`src/lsq_pkg.sv`:
```
package lsq_pkg;

    // queue geometry, one slot always stays empty so 7 are usable
    localparam int lsq_size = 8;
    localparam int lsq_idx_w = 3;

    // datapath widths
    localparam int xlen = 32;
    localparam int line_w = 64;
    localparam int rob_tag_w = 5;
    // cache transaction tag, zero means no transaction
    localparam int cache_tag_w = 4;

    typedef enum logic [1:0] {
        mem_byte   = 2'd0,
        mem_half   = 2'd1,
        mem_word   = 2'd2,
        mem_double = 2'd3
    } mem_size_e;

    typedef enum logic [1:0] {
        bus_none  = 2'd0,
        bus_load  = 2'd1,
        bus_store = 2'd2
    } bus_cmd_e;

    // packet from dispatch, one memory op per cycle
    typedef struct packed {
        logic                 valid;
        logic                 rd_mem;
        logic                 wr_mem;
        logic                 rd_unsigned;
        logic [rob_tag_w-1:0] rob_tag;
        mem_size_e            mem_size;
        logic [xlen-1:0]      store_data;
        logic                 store_data_valid;
        // producer tag to watch on the CDB when data is pending
        logic [rob_tag_w-1:0] store_data_tag;
    } lsq_dispatch_t;

    // address from execute, matched against the slot rob tag
    typedef struct packed {
        logic                 valid;
        logic [rob_tag_w-1:0] rob_tag;
        logic [xlen-1:0]      addr;
    } addr_bcast_t;

    // CDB message, used for both the input and the load broadcast
    typedef struct packed {
        logic                 valid;
        logic [rob_tag_w-1:0] tag;
        logic [xlen-1:0]      value;
    } cdb_t;

    // state of one queue slot
    typedef struct packed {
        logic                 valid;
        logic                 is_store;
        logic                 retired;
        logic                 rd_unsigned;
        logic [rob_tag_w-1:0] rob_tag;
        logic [xlen-1:0]      address;
        logic                 address_valid;
        logic [xlen-1:0]      store_data;
        logic                 store_data_valid;
        logic [rob_tag_w-1:0] store_data_tag;
        mem_size_e            mem_size;
    } lsq_entry_t;

    // request to the data cache
    typedef struct packed {
        bus_cmd_e           command;
        logic [xlen-1:0]    addr;
        logic [line_w-1:0]  data;
        mem_size_e          size;
    } cache_req_t;

endpackage

```
`src/lsq_entry.sv`:
```
`timescale 1ns/1ns

module lsq_entry (
    input  logic                              clk,
    input  logic                              reset,
    input  logic                              alloc,
    input  logic                              free,
    input  lsq_pkg::lsq_dispatch_t            dispatch,
    input  lsq_pkg::addr_bcast_t              addr_in,
    input  lsq_pkg::cdb_t                     cdb_in,
    input  logic                              mem_valid,
    input  logic [lsq_pkg::rob_tag_w-1:0]     mem_tag,
    output lsq_pkg::lsq_entry_t               entry
);

    // control flags
    logic valid;
    logic retired;
    logic address_valid;
    logic store_data_valid;

    // payload captured at dispatch or filled in later
    logic                          is_store;
    logic                          rd_unsigned;
    logic [lsq_pkg::rob_tag_w-1:0] rob_tag;
    logic [lsq_pkg::xlen-1:0]      address;
    logic [lsq_pkg::xlen-1:0]      store_data;
    logic [lsq_pkg::rob_tag_w-1:0] store_data_tag;
    lsq_pkg::mem_size_e            mem_size;

    logic addr_hit;
    logic data_hit;
    logic retire_hit;

    // execute sends the address once, keyed by the rob tag
    assign addr_hit = valid && !address_valid && addr_in.valid && (addr_in.rob_tag == rob_tag);
    // pending store data snooped off the CDB
    assign data_hit = valid && is_store && !store_data_valid && cdb_in.valid
                      && (cdb_in.tag == store_data_tag);
    // retire stage gives the store permission to write
    assign retire_hit = valid && is_store && mem_valid && (mem_tag == rob_tag);

    always_ff @(posedge clk or posedge reset) begin
        if (reset) begin
            valid            <= 1'b0;
            retired          <= 1'b0;
            address_valid    <= 1'b0;
            store_data_valid <= 1'b0;
        end else if (alloc) begin
            valid            <= 1'b1;
            retired          <= 1'b0;
            address_valid    <= 1'b0;
            // data may already be known at dispatch
            store_data_valid <= dispatch.store_data_valid;
        end else if (free) begin
            valid <= 1'b0;
        end else begin
            if (addr_hit)
                address_valid <= 1'b1;
            if (data_hit)
                store_data_valid <= 1'b1;
            if (retire_hit)
                retired <= 1'b1;
        end
    end

    always_ff @(posedge clk) begin
        if (alloc) begin
            is_store       <= dispatch.wr_mem;
            rd_unsigned    <= dispatch.rd_unsigned;
            rob_tag        <= dispatch.rob_tag;
            mem_size       <= dispatch.mem_size;
            store_data     <= dispatch.store_data;
            store_data_tag <= dispatch.store_data_tag;
        end else begin
            if (addr_hit)
                address <= addr_in.addr;
            // only the low word of a store is carried
            if (data_hit)
                store_data <= cdb_in.value;
        end
    end

    always_comb begin
        entry.valid            = valid;
        entry.is_store         = is_store;
        entry.retired          = retired;
        entry.rd_unsigned      = rd_unsigned;
        entry.rob_tag          = rob_tag;
        entry.address          = address;
        entry.address_valid    = address_valid;
        entry.store_data       = store_data;
        entry.store_data_valid = store_data_valid;
        entry.store_data_tag   = store_data_tag;
        entry.mem_size         = mem_size;
    end

endmodule

```
`src/lsq_alloc.sv`:
```
`timescale 1ns/1ns

module lsq_alloc (
    input  logic                           clk,
    input  logic                           reset,
    input  lsq_pkg::lsq_dispatch_t         dispatch,
    input  logic [lsq_pkg::lsq_idx_w-1:0]  head_ptr,
    output logic [lsq_pkg::lsq_size-1:0]   alloc,
    output logic                           lsq_free
);

    // next slot to fill
    logic [lsq_pkg::lsq_idx_w-1:0] tail_ptr;
    logic [lsq_pkg::lsq_idx_w-1:0] next_tail;
    logic                          is_mem_op;
    logic                          full;
    logic                          accept;

    // pointer wraps naturally, the queue size is a power of two
    assign next_tail = tail_ptr + 1'b1;

    // full when one more entry would make tail catch head
    assign full = (next_tail == head_ptr);
    assign lsq_free = !full;

    assign is_mem_op = dispatch.valid && (dispatch.rd_mem || dispatch.wr_mem);
    // sender holds the packet while the queue is full
    assign accept = is_mem_op && !full;

    // one-hot write strobe to the tail slot
    always_comb begin
        alloc = '0;
        if (accept)
            alloc[tail_ptr] = 1'b1;
    end

    always_ff @(posedge clk or posedge reset) begin
        if (reset) begin
            tail_ptr <= '0;
        end else if (accept) begin
            tail_ptr <= next_tail;
        end
    end

endmodule

```
`src/load_extend.sv`:
```
`timescale 1ns/1ns

module load_extend (
    input  logic [lsq_pkg::line_w-1:0] line,
    input  logic                       upper_half,
    input  lsq_pkg::mem_size_e         size,
    input  logic                       is_unsigned,
    output logic [lsq_pkg::xlen-1:0]   value
);

    // the 32-bit word picked out of the line
    logic [lsq_pkg::xlen-1:0] word;

    // address bit 2 chooses the half of the 64-bit line
    assign word = upper_half ? line[lsq_pkg::line_w-1:lsq_pkg::xlen]
                             : line[lsq_pkg::xlen-1:0];

    always_comb begin
        value = word;
        case (size)
            lsq_pkg::mem_byte: begin
                if (is_unsigned)
                    value = {{(lsq_pkg::xlen-8){1'b0}}, word[7:0]};
                else
                    value = {{(lsq_pkg::xlen-8){word[7]}}, word[7:0]};
            end
            lsq_pkg::mem_half: begin
                if (is_unsigned)
                    value = {{(lsq_pkg::xlen-16){1'b0}}, word[15:0]};
                else
                    value = {{(lsq_pkg::xlen-16){word[15]}}, word[15:0]};
            end
            // word and double return the selected word as is
            default: value = word;
        endcase
    end

endmodule

```
`src/lsq_issue.sv`:
```
`timescale 1ns/1ns

module lsq_issue (
    input  logic                             clk,
    input  logic                             reset,
    input  lsq_pkg::lsq_entry_t              entries [lsq_pkg::lsq_size],
    input  logic [lsq_pkg::line_w-1:0]       dcache_data_out,
    input  logic [lsq_pkg::cache_tag_w-1:0]  dcache_response,
    input  logic [lsq_pkg::cache_tag_w-1:0]  dcache_tag,
    input  logic                             dcache_hit,
    output logic [lsq_pkg::lsq_idx_w-1:0]    head_ptr,
    output logic [lsq_pkg::lsq_size-1:0]     free,
    output lsq_pkg::cache_req_t              cache_req,
    output lsq_pkg::cdb_t                    cdb_out,
    output logic                             store_ready,
    output logic [lsq_pkg::rob_tag_w-1:0]    store_ready_tag
);

    // what is needed to finish the one outstanding miss
    typedef struct packed {
        logic [lsq_pkg::cache_tag_w-1:0] cache_tag;
        logic [lsq_pkg::rob_tag_w-1:0]   rob_tag;
        logic                            upper_half;
        lsq_pkg::mem_size_e              mem_size;
        logic                            rd_unsigned;
    } miss_rec_t;

    lsq_pkg::lsq_entry_t head;
    logic                head_ready;
    logic                miss_valid;
    miss_rec_t           miss;

    logic req_accepted;
    logic load_hit;
    logic load_miss;
    logic store_done;
    logic miss_return;
    logic retire_head;

    // extender operands, from the head on a hit or the record on a return
    logic                     ext_upper;
    lsq_pkg::mem_size_e       ext_size;
    logic                     ext_unsigned;
    logic [lsq_pkg::xlen-1:0] ext_value;

    // registered load broadcast
    logic                          bcast_valid;
    logic [lsq_pkg::rob_tag_w-1:0] bcast_tag;
    logic [lsq_pkg::xlen-1:0]      bcast_value;

    assign head = entries[head_ptr];

    // loads need only an address, stores also need data and retirement
    assign head_ready = head.valid && head.address_valid
                        && (!head.is_store || (head.store_data_valid && head.retired));

    // rob may retire the store once it is fully formed at the head
    assign store_ready = head.valid && head.is_store && head.address_valid
                         && head.store_data_valid && !miss_valid;
    assign store_ready_tag = head.rob_tag;

    // request is held steady until the cache takes it
    always_comb begin
        cache_req.command = lsq_pkg::bus_none;
        cache_req.addr    = '0;
        cache_req.data    = '0;
        cache_req.size    = lsq_pkg::mem_byte;
        if (head_ready) begin
            if (head.is_store) begin
                cache_req.command = lsq_pkg::bus_store;
                cache_req.addr    = head.address;
                cache_req.data    = {{(lsq_pkg::line_w-lsq_pkg::xlen){1'b0}}, head.store_data};
                cache_req.size    = head.mem_size;
            end else if (!miss_valid) begin
                // blocking, no second load while one is outstanding
                cache_req.command = lsq_pkg::bus_load;
                cache_req.addr    = head.address;
                cache_req.size    = head.mem_size;
            end
        end
    end

    assign req_accepted = (cache_req.command != lsq_pkg::bus_none) && (dcache_response != '0);
    assign load_hit     = req_accepted && (cache_req.command == lsq_pkg::bus_load) && dcache_hit;
    assign load_miss    = req_accepted && (cache_req.command == lsq_pkg::bus_load) && !dcache_hit;
    assign store_done   = req_accepted && (cache_req.command == lsq_pkg::bus_store);
    assign miss_return  = miss_valid && (dcache_tag != '0) && (dcache_tag == miss.cache_tag);
    assign retire_head  = load_hit || miss_return || store_done;

    always_comb begin
        free = '0;
        if (retire_head)
            free[head_ptr] = 1'b1;
    end

    assign ext_upper    = miss_return ? miss.upper_half  : head.address[2];
    assign ext_size     = miss_return ? miss.mem_size    : head.mem_size;
    assign ext_unsigned = miss_return ? miss.rd_unsigned : head.rd_unsigned;

    load_extend u_load_extend (
        .line        (dcache_data_out),
        .upper_half  (ext_upper),
        .size        (ext_size),
        .is_unsigned (ext_unsigned),
        .value       (ext_value)
    );

    always_ff @(posedge clk or posedge reset) begin
        if (reset) begin
            head_ptr    <= '0;
            miss_valid  <= 1'b0;
            bcast_valid <= 1'b0;
        end else begin
            // broadcast lasts exactly one cycle
            bcast_valid <= load_hit || miss_return;
            if (retire_head)
                head_ptr <= head_ptr + 1'b1;
            if (load_miss)
                miss_valid <= 1'b1;
            else if (miss_return)
                miss_valid <= 1'b0;
        end
    end

    always_ff @(posedge clk) begin
        if (load_miss) begin
            miss.cache_tag   <= dcache_response;
            miss.rob_tag     <= head.rob_tag;
            miss.upper_half  <= head.address[2];
            miss.mem_size    <= head.mem_size;
            miss.rd_unsigned <= head.rd_unsigned;
        end
        if (load_hit || miss_return) begin
            bcast_tag   <= miss_return ? miss.rob_tag : head.rob_tag;
            bcast_value <= ext_value;
        end
    end

    always_comb begin
        cdb_out.valid = bcast_valid;
        cdb_out.tag   = bcast_tag;
        cdb_out.value = bcast_value;
    end

endmodule

```
`src/lsq.sv`:
```
`timescale 1ns/1ns

module lsq (
    input  logic                             clk,
    input  logic                             reset,

    // dispatch, execute, CDB and retire
    input  lsq_pkg::lsq_dispatch_t           dispatch,
    input  lsq_pkg::addr_bcast_t             addr_in,
    input  lsq_pkg::cdb_t                    cdb_in,
    input  logic                             mem_valid,
    input  logic [lsq_pkg::rob_tag_w-1:0]    mem_tag,

    // data cache side
    input  logic [lsq_pkg::line_w-1:0]       dcache_data_out,
    input  logic [lsq_pkg::cache_tag_w-1:0]  dcache_response,
    input  logic                             dcache_hit,
    input  logic [lsq_pkg::cache_tag_w-1:0]  dcache_tag,
    output lsq_pkg::cache_req_t              cache_req,

    // load results and status
    output lsq_pkg::cdb_t                    cdb_out,
    output logic                             store_ready,
    output logic [lsq_pkg::rob_tag_w-1:0]    store_ready_tag,
    output logic                             lsq_free
);

    logic [lsq_pkg::lsq_idx_w-1:0] head_ptr;
    // one-hot per slot strobes
    logic [lsq_pkg::lsq_size-1:0]  alloc;
    logic [lsq_pkg::lsq_size-1:0]  free;
    lsq_pkg::lsq_entry_t           entries [lsq_pkg::lsq_size];

    lsq_alloc u_alloc (
        .clk      (clk),
        .reset    (reset),
        .dispatch (dispatch),
        .head_ptr (head_ptr),
        .alloc    (alloc),
        .lsq_free (lsq_free)
    );

    // all slots see the broadcasts, each matches its own tags
    for (genvar i = 0; i < lsq_pkg::lsq_size; i++) begin : g_slot
        lsq_entry u_entry (
            .clk       (clk),
            .reset     (reset),
            .alloc     (alloc[i]),
            .free      (free[i]),
            .dispatch  (dispatch),
            .addr_in   (addr_in),
            .cdb_in    (cdb_in),
            .mem_valid (mem_valid),
            .mem_tag   (mem_tag),
            .entry     (entries[i])
        );
    end

    lsq_issue u_issue (
        .clk             (clk),
        .reset           (reset),
        .entries         (entries),
        .dcache_data_out (dcache_data_out),
        .dcache_response (dcache_response),
        .dcache_tag      (dcache_tag),
        .dcache_hit      (dcache_hit),
        .head_ptr        (head_ptr),
        .free            (free),
        .cache_req       (cache_req),
        .cdb_out         (cdb_out),
        .store_ready     (store_ready),
        .store_ready_tag (store_ready_tag)
    );

endmodule

```
`config.mk`:
```
export PLATFORM = sky130hd
export DESIGN_NAME = lsq
export DESIGN_NICKNAME = d
export VERILOG_FILES = /design/src/lsq_pkg.sv /design/src/lsq_entry.sv /design/src/lsq_alloc.sv /design/src/load_extend.sv /design/src/lsq_issue.sv /design/src/lsq.sv
export SDC_FILE = /design/constraint.sdc
export NUM_CORES = 1
export LEC_CHECK = 0
export BUFFER_PORTS_ARGS = -buffer_cell sky130_fd_sc_hd__buf_2
export CORE_ASPECT_RATIO = 0.75
export CORE_MARGIN = 2
export CORE_UTILIZATION = 40
export CTS_BUF_LIST = sky130_fd_sc_hd__clkbuf_16
export DETAILED_ROUTE_END_ITERATION = 8
export PLACE_DENSITY_LB_ADDON = 0.1
export SLEW_MARGIN = 10
export SYNTH_ARGS = -nofsm -noshare
export SYNTH_HDL_FRONTEND = slang
export SYNTH_HIERARCHICAL = 1
export SYNTH_SLANG_ARGS = --single-unit
```
`constraint.sdc`:
```
create_clock -name clk -period 7.5 [get_ports clk]
set_clock_uncertainty 0.05 [all_clocks]
set_input_delay 0.75 -clock clk [delete_from_list [all_inputs] [get_ports clk]]
set_output_delay 0.75 -clock clk [all_outputs]
set_load 0.05 [all_outputs]
```
## Word-level counts from Yosys, hierarchy flattened

Cells that the tools add are included.

| word-level totals | value |
|---|---|
| register bits after elaboration | 714 |
| input bits | 206 |
| logic and storage cells | 464 |
| output and inout port bits | 145 |

| operators by class | value |
|---|---|
| reduce and logical (&&, ||, !) cells | 183 |
| multiplexer cells | 129 |
| order comparisons | 5 |
| eq/ne operators | 37 |
| add/sub/neg operators | 2 |
| bitwise gates (word level) | 9 |

Operators with widths:

| operator | number |
|---|---|
| 2-to-1 mux 32 bit | 20 |
| binary-select mux 82 bit (select 3 bit) | 1 |
| 2-to-1 mux 82 bit | 2 |
| == test 5 bit | 24 |
| 2-to-1 mux 100 bit | 1 |
| 2-to-1 mux 1 bit | 94 |
| logical AND 1 bit | 90 |
| nonzero test 2 bit | 34 |
| case mux 32 bit (2 select lines) | 1 |
| AND reduction 2 bit | 32 |
| 2-to-1 mux 34 bit | 1 |
| 2-to-1 mux 33 bit | 1 |
| logical NOT 1 bit | 20 |
| 2-to-1 mux 8 bit | 2 |
| inequality test 2 bit, second input constant | 8 |
| less-than comparator 3 x 4 -> 1 bit, second input constant | 2 |
| NOT 1 bit | 8 |
| nonzero test 4 bit | 2 |
| adder 3 x 1 -> 3 bit, second input constant | 2 |
| demux 1 bit (select 3 bit) | 2 |
| >= comparator 3 x 1 -> 1 bit, second input constant | 2 |
| 2-to-1 mux 2 bit | 3 |
| 2-to-1 mux 5 bit | 1 |
| == test 2 x 1 -> 1 bit, second input constant | 2 |
| 7 further kinds | 10 |

## Depth between registers and ports, before layout

| depth | value |
|---|---|
| depth after elaboration | 17 |
| mapped depth | 12 |
| depth with buffers taken out | 8 |

## By module

Netlist, hierarchy kept.

By module, submodules not included:

| module | area an instance (sq um) | cells an instance | instances |
|---|---|---|---|
| lsq_entry | 3164.3 | 162 | 8 |
| lsq_issue | 7118.1 | 610 | 1 |
| load_extend | 613.1 | 85 | 1 |
| lsq_alloc | 312.8 | 35 | 1 |

## Worst setup path after synthesis

Ideal clock, no wire load.

| path | value |
|---|---|
| path kind | reg2reg |
| start | register u_alloc/tail_ptr[1] (netlist name) |
| end | register g_slot[4].u_entry/address[0] (netlist name) (enable) |
| cell stages (with the launch flop) | 8 |
| required time | 6.948 ns |
| setup slack | 1.636 ns |
| period minus slack after synthesis | 5.864 ns |
| data arrival time | 5.312 ns |
| buffers on the path | 0 |
| setup time | 0.502 ns |
| cell sequence | dfrtp_1 > ha_1 > xor2_1 > o311ai_0 > nor3_1 > nor2b_1 > nand4_1 > nor4_1 |

| on the way | value |
|---|---|
| cells in the longest elaborated chain, start to end | 7 |
| elaborated cells on any way between the ends | 12 |
| those cells by class | add/sub (1); order compare (2); eq/ne (1); mux (3); bitwise (1); reduce/logical (4) |

Ends and longest elaborated chain:

| item | line | text |
|---|---|---|
| start: declaration | lsq_alloc.sv:13 | `logic [lsq_pkg::lsq_idx_w-1:0] tail_ptr;` |
| start signal: assignment | lsq_alloc.sv:41 | `tail_ptr <= next_tail;` |
| adder 3 x 1 -> 3 bit | lsq_alloc.sv:20 | `assign next_tail = tail_ptr + 1'b1;` |
| named net u_alloc.next_tail, one bit | lsq_alloc.sv:14 | `logic [lsq_pkg::lsq_idx_w-1:0] next_tail;` |
| == test 3 bit | lsq_alloc.sv:23 | `assign full = (next_tail == head_ptr);` |
| logical NOT 1 bit | lsq_alloc.sv:28 | `assign accept = is_mem_op && !full;` |
| logical AND 1 bit | lsq_alloc.sv:28 |  |
| 2-to-1 mux 8 bit | lsq_alloc.sv:33 | `if (accept)` |
| named net alloc, one bit | lsq.sv:30 | `logic [lsq_pkg::lsq_size-1:0] alloc;` |
| NOT 1 bit (no source line) | - |  |
| AND reduction 2 bit (no source line) | - |  |
| end signal: assignment | lsq_entry.sv:77 | `address <= addr_in.addr;` |
| end: declaration | lsq_entry.sv:26 | `logic [lsq_pkg::xlen-1:0] address;` |

The timed path passes the listed nets, and every way through them passes these cells.
A chain may end at the register's enable or synchronous reset.

==> impl_metrics.yaml <==
pwr:
  vdd_ir_drop_max_mv: 0.163
  p_comb_frac: 0.258
  powerDensity_mw_per_mm2: 313
  p_sw_frac: 0.313
  p_leak_nw: 13.4
  p_sw_w: 0.00374
  p_int_w: 0.00824
  seqPwrFrac: 0.425
  pwr-share-clk: 0.317
clocking:
  post_cts_buffers: 0
  cts_tree: "yes"
  cts.sinks: 714
  ctsLongestPathBuffers: 3
  postCtsHoldBufs: 0
  root_buffer: "clkbuf_16"
  clk_latency_ns: 0.65
  post_cts_resized: 0
  ctsHtreeMaxLevel: 3
  clkTransAtPathRegs_ns: 0.06
  cts_buffers: 77
drt:
  wl_um: 91400
  ant_nets: 0
  dr_total_vias: 18900
  wl_per_cell_um: 26.2
  first_pass_iters: 5
  route.detailed.drc: 0
  viasPerCell: 5.41
  drtIter0Drc: 1347
global_routing:
  grt_pass1_wl_um: 132000
  antenna_found_initial: 8
  first_global_vias: 19500
  track_usage: 0.212
  overflow: 0
  grt_max_degree: 145
synth:
  yosysUniqueCellTypes: 64
  synth_area_mm2: 0.0334
  ys.flop_type: "edfxtp_1"
  synth_top_area_frac: 0.607
  ys_ff_latch: 714
  seq_area_frac_synth: 0.637
  synth_area_leaders: "edfxtp_1 (61%), mux4_2 (10%), mux2_2 (9.2%)"
  synth.largest_area_cell: "edfxtp_1"
  ys_warn_count: 6
  synth-edff-count: 674
  synth_top_cells_by_count: "edfxtp_1 (674), mux2_2 (272), nand2_1 (218)"
  yosysMostFrequentCell: "edfxtp_1"
  async_flop_share: 0.0560
  netlist_instances: 2026
  avgSynthCellArea_um2: 16.5
sta:
  maxClockFrequency_mhz: 188
  hold_violations: 0
  rsz0062_at_grt: "false"
  setup_viol: 0
  finalCriticalPeriod_ns: 5.33
  final_max_slew_viol_count: 0
  fin_crit_sh: 0.710
  setup_tns_ns: 0
  slew_headroom: 0.147
  worst_slew_pin_slew_ns: 1.26
  hold_ws_ns: 0.0600
worst_setup_path:
  crit_path_end_kind: "output pin"
  path_class: "register to output pin"
  rr_startpoint: "u_issue/head_ptr[0]"
  crit_arrival_ns: 4.53
  critPathMaxStageDelay_ns: 0.94
  crit_slowest_cell: "dfrtp_4"
  critPathMaxFanout: 47
  crit_family: "simple AND/OR/NAND/NOR gates"
  regToRegEndpoint: "g_slot[7].u_entry/address[5]"
  start_kind: "register"
  worst_ep_required_time_ns: 6.70
  crit_chain: "mux4_2 > mux2_4 > nor3b_4 > nand2b_2 > a21oi_1 > buf_2"
  worst-r2r-cell-count: 8
  ff2ff_setup_slack_ns: 2.79
  worst-path-buf-inv: 1
cells_and_area:
  multi_input_area_mm2: 0.0111
  final_cells: 3484
  synthToLayoutAreaGrowth_pct: 14.7
  seq_area_mm2: 0.0213
  layout-drive-gt1-share: 0.404
  nFillCells: 7257
  final_nets: 2513
placement:
  place.port_buffers: 318
  dp_hpwl_um: 56800
  gp_congestion: 0.810
  placed_cells: 3342
die:
  die_area_mm2: 0.0857
  fp-row-count: 91
  die_y_um: 254
  io_pins: 351
  core-area_mm2: 0.0824
  chipWidth_um: 337
  start_util: 0.405
min_path:
  hold_class: "primary input to asynchronous set/reset pin"
flow_run:
  max_cap_violations: 0
status:
  status: "finished, final reports clean"
sequential cells by signal, indices dropped and copies added, names as in the netlist, 13 cells and up:
register,count
g_slot.u_entry/store_data_tag,40
u_issue/bcast_value,32
g_slot.u_entry/rob_tag,40
g_slot.u_entry/address,256
g_slot.u_entry/store_data,256
u_issue/miss,13
g_slot.u_entry/mem_size,16
worst max-delay path by stage:
stage / from / end / cells past startpoint
after global placement: u_issue/head_ptr[0] / g_slot[7].u_entry/address[13] / 8
after floorplan: u_alloc/tail_ptr[1] / g_slot[4].u_entry/address[0] / 7
after detailed placement: u_issue/head_ptr[0] / g_slot[7].u_entry/address[14] / 8
after global routing: u_issue/head_ptr[1] / cache_req[26] / 6
after CTS: u_issue/head_ptr[1] / cache_req[26] / 6
final: u_issue/head_ptr[1] / cache_req[29] / 6
per-layer routing:
metal	part of all wire	GRT usage
met1	0.46	0.307
met2	0.46	0.333
met3	0.058	0.0406
met4	0.016	0.0437
met5	0.00042	0
cell families (layout without fill, tap and decap cells):
kind of cell,after synthesis,in the layout,share of synthesized area
AOI/OAI and AO/OA,130,130,0.0254
xor gates and xnor gates,130,130,0.0345
adders and majority gates,2,2,0.000750
buffers and inverters,225,534,0.0412
DFF,714,714,0.637
muxes,462,462,0.207
other,1,34,0.000112
and+or+nand+nor,362,362,0.0542
per-stage QoR:
step / setup WS [ns] / cell area (um^2) / power (W) / util
2_1_floorplan: 1.64 / 33500 / 0.00746 / -
3_3_place_gp: 2.72 / 35800 / 0.00825 / 0.434
3_5_place_dp: 2.74 / 35800 / 0.00829 / 0.434
4_1_cts: 2.12 / 38300 / 0.0121 / 0.464
5_1_grt: 2.03 / 38300 / 0.0125 / 0.464
6_report: 2.17 / 38300 / 0.0120 / 0.464
power by group through the flow:
stage | registers [W] | clock network, W | logic [W]
2_1_floorplan | 0.00513 | 0 | 0.00233
3_3_place_gp | 0.00516 | 0 | 0.00308
3_5_place_dp | 0.00518 | 0 | 0.00312
4_1_cts | 0.00510 | 0.00390 | 0.00312
5_1_grt | 0.00513 | 0.00404 | 0.00331
6_report | 0.00509 | 0.00379 | 0.00309
layout make-up:
class	instances	area share
Antenna cell	2	0.000131
Clock buffer	77	0.0504
Clock inverter	63	0.0149
Inverter	38	0.00373
Multi-Input combinational cell	1118	0.289
Sequential cell	714	0.556
Tap cell	1116	0.0365
Timing Repair Buffer	356	0.0494
cells in the final DEF (no fill, tap or decap), types with 9 or more instances in the layout:
cell         n
o21ai_0     20
buf_2      318
clkbuf_16   77
nand4_1     25
o21bai_4     9
nor2_1      18
mux2_1      17
mux2i_1     17
bufinv_16    9
edfxtp_1   674
buf_4       37
inv_1       51
nand2_1    217
a21oi_1     67
nand3_1      9
conb_1      32
xnor2_1    118
xor2_1      11
mux2_2     272
nor3_1       9
mux4_2     152
clkinv_2    12
clkinv_1    16
nor4_2       9
dfrtp_1     37
No activity file was read; power rests on OpenSTA's default activity.
